$ cat src/logic/memStage_config.svh
/*
 * Memory stage sizing: bus watchdog limit and the
 * general exception vector used on a flush.
 */

`ifndef MEMSTAGE_CONFIG_SVH
`define MEMSTAGE_CONFIG_SVH

// response-wait cycles before the access is given up as DBE
`define BUS_TIMEOUT 16

// boot-time exception base, BEV=1
`define EXC_BASE 32'hBFC0_0200

`define EXC_OFFSET 32'h0000_0180 // general exception entry

`endif

$ cat src/logic/memStagePkg.sv
/*
 * Memory stage types: access kinds, MIPS cause codes,
 * the EXE/MEM and MEM/WB bundles and the AXI4-Lite request
 * and response groups.
 */

`default_nettype none

package memStagePkg;

    typedef enum logic [2:0] {
        kindNone, kindLb, kindLh, kindLw, kindSb, kindSh, kindSw
    } accessKind;

    // values as in the CP0 Cause.ExcCode field
    typedef enum logic [4:0] {
        excNone = 5'd0,
        excAdEL = 5'd4,
        excAdES = 5'd5,
        excDbe  = 5'd7,
        excSys  = 5'd8,
        excOv   = 5'd12
    } excCode;

    typedef struct packed {
        logic        valid;
        logic [31:0] pc;
        logic [31:0] aluOut;    // address for memory ops
        logic [31:0] storeData;
        accessKind   kind;
        logic        loadSigned;
        logic [4:0]  dst;
        logic        regWrite;
        excCode      exc;       // raised earlier in the pipe
    } exeMemBundle;

    typedef struct packed {
        logic        valid;
        logic [31:0] pc;
        logic [31:0] result;
        logic [4:0]  dst;
        logic        regWrite;
    } memWbBundle;

    typedef struct packed {
        logic        awvalid;
        logic [31:0] awaddr;
        logic        wvalid;
        logic [31:0] wdata;
        logic [3:0]  wstrb;
        logic        bready;
        logic        arvalid;
        logic [31:0] araddr;
        logic        rready;
    } axiReq;

    typedef struct packed {
        logic        awready;
        logic        wready;
        logic        bvalid;
        logic [1:0]  bresp;
        logic        arready;
        logic        rvalid;
        logic [31:0] rdata;
        logic [1:0]  rresp;
    } axiRsp;

endpackage

`default_nettype wire

$ cat src/logic/pipeReg.sv
/*
 * Pipeline stage register for any payload type.
 * Holds on hold, clears on flush.
 */

`timescale 1ns/1ps
`default_nettype none

module pipeReg #(
    parameter type payloadT = logic
) (
    input  logic    clk,
    input  logic    arstN,
    input  logic    hold,
    input  logic    flush,
    input  payloadT d,
    output payloadT q
);

    always_ff @(posedge clk or negedge arstN) begin
        if (!arstN) begin
            q <= '0;
        end else if (flush) begin
            q <= '0; // flush wins over hold
        end else if (!hold) begin
            q <= d;
        end
    end

endmodule

`default_nettype wire

$ cat src/logic/dataAlign.sv
/*
 * Data alignment for the memory stage: misalignment check,
 * store lane placement with byte strobes, and load lane
 * extraction with sign or zero extension.
 */

`timescale 1ns/1ps
`default_nettype none

module dataAlign import memStagePkg::*; (
    input  exeMemBundle stage,
    input  logic [31:0] rdata,
    output logic        misaligned,
    output logic [3:0]  wstrb,
    output logic [31:0] wdata,
    output logic [31:0] loadResult
);

    logic [1:0]  offs;
    logic        isHalf;
    logic        isWord;
    logic [7:0]  byteLane;
    logic [15:0] halfLane;

    assign offs   = stage.aluOut[1:0];
    assign isHalf = (stage.kind == kindLh) || (stage.kind == kindSh);
    assign isWord = (stage.kind == kindLw) || (stage.kind == kindSw);

    assign misaligned = stage.valid && ((isHalf && offs[0]) || (isWord && (offs != 2'b00)));

    // store side, data replicated so the strobe picks the lane
    always_comb begin
        case (stage.kind)
            kindSb: begin
                wdata = {4{stage.storeData[7:0]}};
                wstrb = 4'b0001 << offs;
            end
            kindSh: begin
                wdata = {2{stage.storeData[15:0]}};
                wstrb = offs[1] ? 4'b1100 : 4'b0011;
            end
            kindSw: begin
                wdata = stage.storeData;
                wstrb = 4'b1111;
            end
            default: begin
                wdata = stage.storeData;
                wstrb = 4'b0000; // no write
            end
        endcase
    end

    assign byteLane = rdata[{offs, 3'b000} +: 8];
    assign halfLane = offs[1] ? rdata[31:16] : rdata[15:0];

    // non-loads pass the ALU result through to writeback
    always_comb begin
        case (stage.kind)
            kindLb:  loadResult = {{24{stage.loadSigned & byteLane[7]}}, byteLane};
            kindLh:  loadResult = {{16{stage.loadSigned & halfLane[15]}}, halfLane};
            kindLw:  loadResult = rdata;
            default: loadResult = stage.aluOut;
        endcase
    end

endmodule

`default_nettype wire

$ cat src/logic/excPriority.sv
/*
 * Exception merge for the memory stage. Incoming cause first,
 * then address error, then bus error; raises the flush.
 */

`timescale 1ns/1ps
`default_nettype none

`include "memStage_config.svh"

module excPriority import memStagePkg::*; (
    input  exeMemBundle stage,
    input  logic        misaligned,
    input  logic        busError,
    output logic        excFlush,
    output excCode      excCodeOut,
    output logic [31:0] excPc,
    output logic [31:0] excVector
);

    logic isStore;

    assign isStore = (stage.kind == kindSb) || (stage.kind == kindSh) || (stage.kind == kindSw);

    always_comb begin
        excCodeOut = excNone;
        if (stage.valid) begin
            if (stage.exc != excNone) begin
                excCodeOut = stage.exc; // from EXE or earlier
            end else if (misaligned) begin
                excCodeOut = isStore ? excAdES : excAdEL;
            end else if (busError) begin
                excCodeOut = excDbe;
            end
        end
    end

    assign excFlush  = (excCodeOut != excNone);
    assign excPc     = stage.pc;
    assign excVector = `EXC_BASE + `EXC_OFFSET; // no EBase, fixed entry

endmodule

`default_nettype wire

$ cat src/logic/accessTimer.sv
/*
 * Bus watchdog. Counts response-wait cycles and flags
 * expiry at the configured limit.
 */

`timescale 1ns/1ps
`default_nettype none

`include "memStage_config.svh"

module accessTimer (
    input  logic clk,
    input  logic arstN,
    input  logic run,
    output logic expired
);

    localparam int cntW = $clog2(`BUS_TIMEOUT + 1);

    logic [cntW-1:0] count;

    always_ff @(posedge clk or negedge arstN) begin
        if (!arstN) begin
            count <= '0;
        end else if (!run) begin
            count <= '0;
        end else if (!expired) begin
            count <= count + 1'b1; // saturates at the limit
        end
    end

    assign expired = (count == cntW'(`BUS_TIMEOUT));

endmodule

`default_nettype wire

$ cat src/logic/busMaster.sv
/*
 * Uncached AXI4-Lite master, one access at a time.
 * Separate AW/W tracking, response latch, timeout drain
 * and the stall back to EXE.
 */

`timescale 1ns/1ps
`default_nettype none

module busMaster import memStagePkg::*; (
    input  logic        clk,
    input  logic        arstN,
    input  exeMemBundle stage,
    input  logic        start,
    input  logic [31:0] wdata,
    input  logic [3:0]  wstrb,
    input  logic        expired,
    output axiReq       axiOut,
    input  axiRsp       axiIn,
    output logic        waiting,
    output logic        done,
    output logic        busError,
    output logic [31:0] rdata,
    output logic        stall
);

    typedef enum logic [2:0] {stIdle, stAddr, stWrite, stResp, stDrain} busState;

    busState state;
    logic    isWrite;   // direction of the access in flight or in drain
    logic    awDone;
    logic    wDone;
    logic    isStore;
    logic    busy;
    logic    awHs;
    logic    wHs;
    logic    arHs;
    logic    rspHs;
    logic    rspErr;

    assign isStore = (stage.kind == kindSb) || (stage.kind == kindSh) || (stage.kind == kindSw);
    assign busy    = (state == stAddr) || (state == stWrite) || (state == stResp);
    assign stall   = busy || (start && !done); // done cycle lets the op leave
    assign waiting = (state == stResp);

    always_comb begin
        axiOut         = '0;
        axiOut.awvalid = (state == stWrite) && !awDone;
        axiOut.awaddr  = stage.aluOut;
        axiOut.wvalid  = (state == stWrite) && !wDone;
        axiOut.wdata   = wdata;
        axiOut.wstrb   = wstrb;
        axiOut.arvalid = (state == stAddr);
        axiOut.araddr  = stage.aluOut;
        axiOut.bready  = isWrite && ((state == stResp) || (state == stDrain));
        axiOut.rready  = !isWrite && ((state == stResp) || (state == stDrain));
    end

    assign awHs   = axiOut.awvalid && axiIn.awready;
    assign wHs    = axiOut.wvalid && axiIn.wready;
    assign arHs   = axiOut.arvalid && axiIn.arready;
    assign rspHs  = isWrite ? (axiIn.bvalid && axiOut.bready) : (axiIn.rvalid && axiOut.rready);
    assign rspErr = isWrite ? (axiIn.bresp != 2'b00) : (axiIn.rresp != 2'b00);

    always_ff @(posedge clk or negedge arstN) begin
        if (!arstN) begin
            state    <= stIdle;
            isWrite  <= 1'b0;
            awDone   <= 1'b0;
            wDone    <= 1'b0;
            done     <= 1'b0;
            busError <= 1'b0;
        end else begin
            done     <= 1'b0;
            busError <= 1'b0;
            case (state)
                stIdle: begin
                    if (start && !done) begin
                        isWrite <= isStore;
                        awDone  <= 1'b0;
                        wDone   <= 1'b0;
                        state   <= isStore ? stWrite : stAddr;
                    end
                end
                stAddr: begin
                    if (arHs) state <= stResp;
                end
                stWrite: begin
                    if (awHs) awDone <= 1'b1;
                    if (wHs) wDone <= 1'b1;
                    if ((awDone || awHs) && (wDone || wHs)) state <= stResp;
                end
                stResp: begin
                    if (rspHs) begin
                        done     <= 1'b1;
                        busError <= rspErr; // SLVERR/DECERR -> DBE
                        state    <= stIdle;
                    end else if (expired) begin
                        done     <= 1'b1;
                        busError <= 1'b1;
                        state    <= stDrain; // late response still owed
                    end
                end
                stDrain: begin
                    if (rspHs) state <= stIdle;
                end
                default: state <= stIdle;
            endcase
        end
    end

    always_ff @(posedge clk) begin
        if ((state == stResp) && rspHs && !isWrite) rdata <= axiIn.rdata;
    end

endmodule

`default_nettype wire

$ cat src/logic/memStage.sv
/*
 * MEM stage of the five-stage pipeline: stage registers,
 * data alignment, exception merge and the AXI4-Lite master.
 */

`timescale 1ns/1ps
`default_nettype none

module memStage import memStagePkg::*; (
    input  logic        clk,
    input  logic        arstN,
    input  exeMemBundle exeIn,
    output logic        memStall,
    output memWbBundle  wbOut,
    output logic        excFlush,
    output excCode      excCodeOut,
    output logic [31:0] excPc,
    output logic [31:0] excVector,
    output axiReq       axiOut,
    input  axiRsp       axiIn
);

    exeMemBundle stage;
    memWbBundle  wbNext;
    logic        misaligned;
    logic        startAccess;
    logic        waiting;
    logic        expired;
    logic        busError;
    logic [3:0]  wstrb;
    logic [31:0] wdata;
    logic [31:0] rdata;
    logic [31:0] loadResult;

    pipeReg #(.payloadT(exeMemBundle)) memReg (
        .clk   (clk),
        .arstN (arstN),
        .hold  (memStall),
        .flush (excFlush),
        .d     (exeIn),
        .q     (stage)
    );

    dataAlign i_dataAlign (
        .stage      (stage),
        .rdata      (rdata),
        .misaligned (misaligned),
        .wstrb      (wstrb),
        .wdata      (wdata),
        .loadResult (loadResult)
    );

    excPriority i_excPriority (
        .stage      (stage),
        .misaligned (misaligned),
        .busError   (busError),
        .excFlush   (excFlush),
        .excCodeOut (excCodeOut),
        .excPc      (excPc),
        .excVector  (excVector)
    );

    // valid, aligned memory op with nothing raised upstream
    assign startAccess = stage.valid && (stage.kind != kindNone) && !misaligned &&
                         (stage.exc == excNone);

    accessTimer i_accessTimer (
        .clk     (clk),
        .arstN   (arstN),
        .run     (waiting),
        .expired (expired)
    );

    busMaster i_busMaster (
        .clk      (clk),
        .arstN    (arstN),
        .stage    (stage),
        .start    (startAccess),
        .wdata    (wdata),
        .wstrb    (wstrb),
        .expired  (expired),
        .axiOut   (axiOut),
        .axiIn    (axiIn),
        .waiting  (waiting),
        .done     (),          // completion shows as stall dropping
        .busError (busError),
        .rdata    (rdata),
        .stall    (memStall)
    );

    assign wbNext.valid    = stage.valid;
    assign wbNext.pc       = stage.pc;
    assign wbNext.result   = loadResult;
    assign wbNext.dst      = stage.dst;
    assign wbNext.regWrite = stage.regWrite & ~excFlush; // no write for excepting ops

    // bubble into WB while the access is still pending
    pipeReg #(.payloadT(memWbBundle)) wbReg (
        .clk   (clk),
        .arstN (arstN),
        .hold  (1'b0),
        .flush (memStall),
        .d     (wbNext),
        .q     (wbOut)
    );

endmodule

`default_nettype wire

$ cat config.mk
export PLATFORM = sky130hd
export DESIGN_NAME = memStage
export DESIGN_NICKNAME = d
export VERILOG_FILES = /design/src/logic/memStagePkg.sv /design/src/logic/pipeReg.sv /design/src/logic/dataAlign.sv /design/src/logic/excPriority.sv /design/src/logic/accessTimer.sv /design/src/logic/busMaster.sv /design/src/logic/memStage.sv
export VERILOG_INCLUDE_DIRS = /design/src /design/src/logic
export SDC_FILE = /design/constraint.sdc
export NUM_CORES = 1
export LEC_CHECK = 0
export BUFFER_PORTS_ARGS = -buffer_cell sky130_fd_sc_hd__buf_2
export CAP_MARGIN = 40
export CORE_AREA = 2 2 179 181
export CTS_CLUSTER_DIAMETER = 150
export CTS_CLUSTER_SIZE = 28
export DETAILED_ROUTE_END_ITERATION = 12
export DIE_AREA = 0 0 181 183
export SLEW_MARGIN = 15
export SYNTH_ARGS = -nofsm -noshare
export SYNTH_HDL_FRONTEND = slang
export SYNTH_SLANG_ARGS = --single-unit
export TNS_END_PERCENT = 1
$ cat constraint.sdc
create_clock -name clk -period 3.9 [get_ports clk]
set_input_delay 0.78 -clock clk [delete_from_list [all_inputs] [get_ports clk]]
set_output_delay 0.78 -clock clk [all_outputs]
set_load 0.02 [all_outputs]
==> results.tsv <==
stage	metric	value	unit
routing	antenna_left	0	
grt	grt_first_pass_wirelength	46800	microns
yosys	seq_area_frac_synth	54.6	%
timing	layout_min_cycle_time	3.55	ns
cells_and_area	seqCellArea	5870	sq um
power_and_ir_drop	ir_drop	614	uV
cells_and_area	multi_input_area	3600	sq um
floorplan	die_area	33100	sq um
clock_tree	cts_buffer_depth	3	
timing	setup_tns	0	ns
timing	max_freq	282	MHz
clock_tree	cts_root_buf	clkbuf_16	
floorplan	ios	402	
timing	skew	0.0360	ns
power_and_ir_drop	netSwitchingFraction	47.4	%
cells_and_area	areaGrowthSynthToFinish	16.1	%
yosys	netlist_area	10700	sq um
setup_path	cpMaxStageDelayCell	dfrtp_1	
setup_path	path_max_fanout	18	
routing	route.detailed.drc	0	
yosys	synth_edf_count	32	
yosys	synth-main-ff-cell	dfrtp_1	
clock_tree	postCtsSetupRepairBufs	0	
power_and_ir_drop	power.leakage	6.26	nW
yosys	syn_area_per_cell	9.68	sq um
clock_tree	cts_resized	0	
run	maxCapViolations	0	
grt	overflow	0	
setup_path	crit_start	memReg.q[12]$_DFFE_PN0P_	
setup_path	r2r-end	memReg.q[92]$_DFFE_PN0P_	
timing	holdWs	0.0681	ns
clock_tree	tritoncts_num_sinks	228	
timing	hold_viol_final	0	
floorplan	die-width	181	microns
cells_and_area	utilization	39.9	%
setup_path	cp_top_family	simple AND/OR/NAND/NOR gates	
yosys	synthCells	1110	
place	place_congestion	0.832	
yosys	async_flop_share	86.0	%
timing	rsz0062_at_grt	no	
power_and_ir_drop	clkPwrFrac	13.7	%
floorplan	die_y	183	microns
yosys	synth_warnings	0	
setup_path	crit_chain	and2_1 > buf_4 > a32oi_1 > and2_1 > a21oi_1 > nor2b_1 > buf_2	
cells_and_area	drive_gt1_share	32.7	%
power_and_ir_drop	switching_power	5.01	mW
timing	setup_viol	0	
cells_and_area	fin_nets	1494	
clock_tree	ctsHtreeMaxLevel	1	
floorplan	row_count	65	
outcome	status	completed	
setup_path	critPathLaunchType	register	
grt	grt_pass1_vias	7845	
routing	vias	8273	
clock_tree	clkTransAtPathRegs	0.11	ns
place	dpl.hpwl	21500	microns
setup_path	critPathBufInv	2	
power_and_ir_drop	pwr-share-seq	35.9	%
grt	antenna_found_initial	11	
yosys	synth.distinct_cells	57	
setup_path	ff2ff_setup_slack	1.24	ns
yosys	synth-seq-cells	228	
setup_path	reg2reg_from	memReg.q[12]$_DFFE_PN0P_	
timing	slew_headroom	48.5	%
routing	drt_iter0_markers	530	
power_and_ir_drop	power_frac_comb	50.5	%
clock_tree	cts_tree	built	
cells_and_area	filler_cell_count	3196	
setup_path	cp.arrival	2.77	ns
setup_path	ff2ff_path_depth	7	
cells_and_area	mostFrequentLayoutCells	buf_2 (368), nand2_1 (251), dfrtp_1 (196), a21oi_1 (154)	
timing	fin_crit_sh	91.0	%
clock_tree	hold_buffers	0	
grt	grt_max_degree	180	
timing	slew_viol_final	0	
power_and_ir_drop	powerDensity	848	nW/um^2
setup_path	critPathKind	reg -> out	
setup_path	crit_top_cell	and2_1	
cells_and_area	final_common_cell	buf_2	
routing	dr.pass1.iters	7	
routing	finalWirelength	31200	microns
clock_tree	numCtsBuffers	12	
floorplan	initial_utilization	34.4	%
clock_tree	clk_latency	0.50	ns
hold_path	hold_class	in -> async	
routing	wire_per_inst	17.8	microns
routing	via_per_inst	4.74	
place	port_buffers	369	
power_and_ir_drop	p_int	5.56	mW
setup_path	cpPeakStageDelay	0.57	ns
floorplan	core_area	31200	sq um
grt	grt.total_usage	18.1	%
setup_path	critPathCaptureType	output port	
timing	worst_pin_slew	0.765	ns
setup_path	cp.required	3.12	ns
[layout make-up]
class / instances / area share [%]
repair buffers: 389 / 16.7
diodes: 5 / 0.100
well taps: 402 / 4.03
multi-input cells: 698 / 28.9
clock buffers: 16 / 2.70
clock inverters: 1 / 0.241
inverters: 8 / 0.261
flip-flops and latches: 228 / 47.0
[worst max-delay path by stage]
stage	end	slack [ns]	depth (start not counted)
4_1_cts	excCodeOut[1]	0.35	7
5_1_grt	excCodeOut[1]	0.18	7
3_3_place_gp	excCodeOut[1]	0.99	7
3_5_place_dp	excCodeOut[1]	0.91	7
2_1_floorplan	i_busMaster.rdata[0]$_DFFE_PP_	1.19	4
6_report	excCodeOut[1]	0.35	7
[per-layer routing]
layer / wire, microns / part of all wire [%] / GRT usage (%) / vias to the layer above
met5: 54 / 0.17 / 0 / -
met4: 635 / 2.0 / 4.55 / 8
met3: 1820 / 5.8 / 3.18 / 43
met2: 14800 / 47 / 29.6 / 287
met1: 13900 / 45 / 24.9 / 3979
li1: - / - / - / 3956
[Yosys cell counts, types with 2 or more instances]
library cell  number  area, sq um
mux2i_1           14          140
a211oi_1           3         22.5
conb_1             2         7.51
or3b_2             3         26.3
a22oi_1            3         22.5
o21ai_1            2         10.0
nand2_1          251          942
xor2_1             2         17.5
nand2b_1           8         50.1
nor2_1            46          173
o21a_1             4         30.0
xnor2_1            2         17.5
buf_2             17         85.1
o21ai_0           45          225
ha_1               2         25.0
inv_2              2         7.51
and2_1            44          275
nor2b_1            4         25.0
clkbuf_1          36          135
a21boi_1           2         15.0
nor3_1             5         25.0
edfxtp_1          32          961
a222oi_1           5         50.1
mux2_2            21          236
a21oi_1          155          776
nor3b_1            2         15.0
buf_6             10          113
inv_1              6         22.5
a21o_1             3         22.5
dfrtp_1          196         4900
nand3_1           13         65.1
buf_4            138         1040
a22o_1             2         17.5
a31oi_1            3         18.8
buf_1              5         18.8
[flip-flops by register name, indices dropped and copies added (netlist names)]
signal	flops
i_busMaster.done	1
memReg.q	112
i_busMaster.rdata	32
i_busMaster.isWrite	1
i_busMaster.busError	1
wbReg.q	71
i_busMaster.wDone	1
i_accessTimer.count	5
i_busMaster.state	3
i_busMaster.awDone	1
[kinds of logic (layout without fill, tap and decap cells)]
group           after synthesis  count (layout)  synth area share, %
fa+ha+maj                     2               2                0.233
xor+xnor                      4               4                0.326
buf+inv                     214             414                 13.2
compound gates              240             240                 12.4
other cells                   2              37               0.0699
simple gates                384             384                 15.5
flops                       228             228                 54.6
mux                          36              36                 3.71
[per-stage QoR]
step | instances | power (mW) | setup slack [ns] | area [sq um]
6_report | 1747 | 10.6 | 0.352 | 12500
2_1_floorplan | 1140 | 7.97 | 1.19 | 10900
5_1_grt | 1746 | 11.3 | 0.179 | 12500
3_3_place_gp | 1723 | 9.17 | 0.994 | 12000
4_1_cts | 1741 | 10.7 | 0.351 | 12400
3_5_place_dp | 1724 | 9.27 | 0.914 | 12100
[power groups by stage]
| stage | Clock (mW) | Combinational, mW | Sequential (mW) |
|---|---|---|---|
| floorplan | 0 | 3.99 | 3.98 |
| global placement | 0 | 5.34 | 3.83 |
| detailed placement | 0 | 5.42 | 3.85 |
| CTS | 1.51 | 5.42 | 3.80 |
| global route | 1.58 | 5.84 | 3.90 |
| finish | 1.45 | 5.34 | 3.79 |
[worst reg2reg max path, cell delays in order, from the launching register on]
cell and delay, ns:
dfrtp_1 0.65, and2_1 0.20, buf_4 0.22, a32oi_1 0.18, and2_1 0.29, a21boi_4 0.29
buf_12 0.47, a21oi_1 0.20
Power figures use the tool's default switching activity.
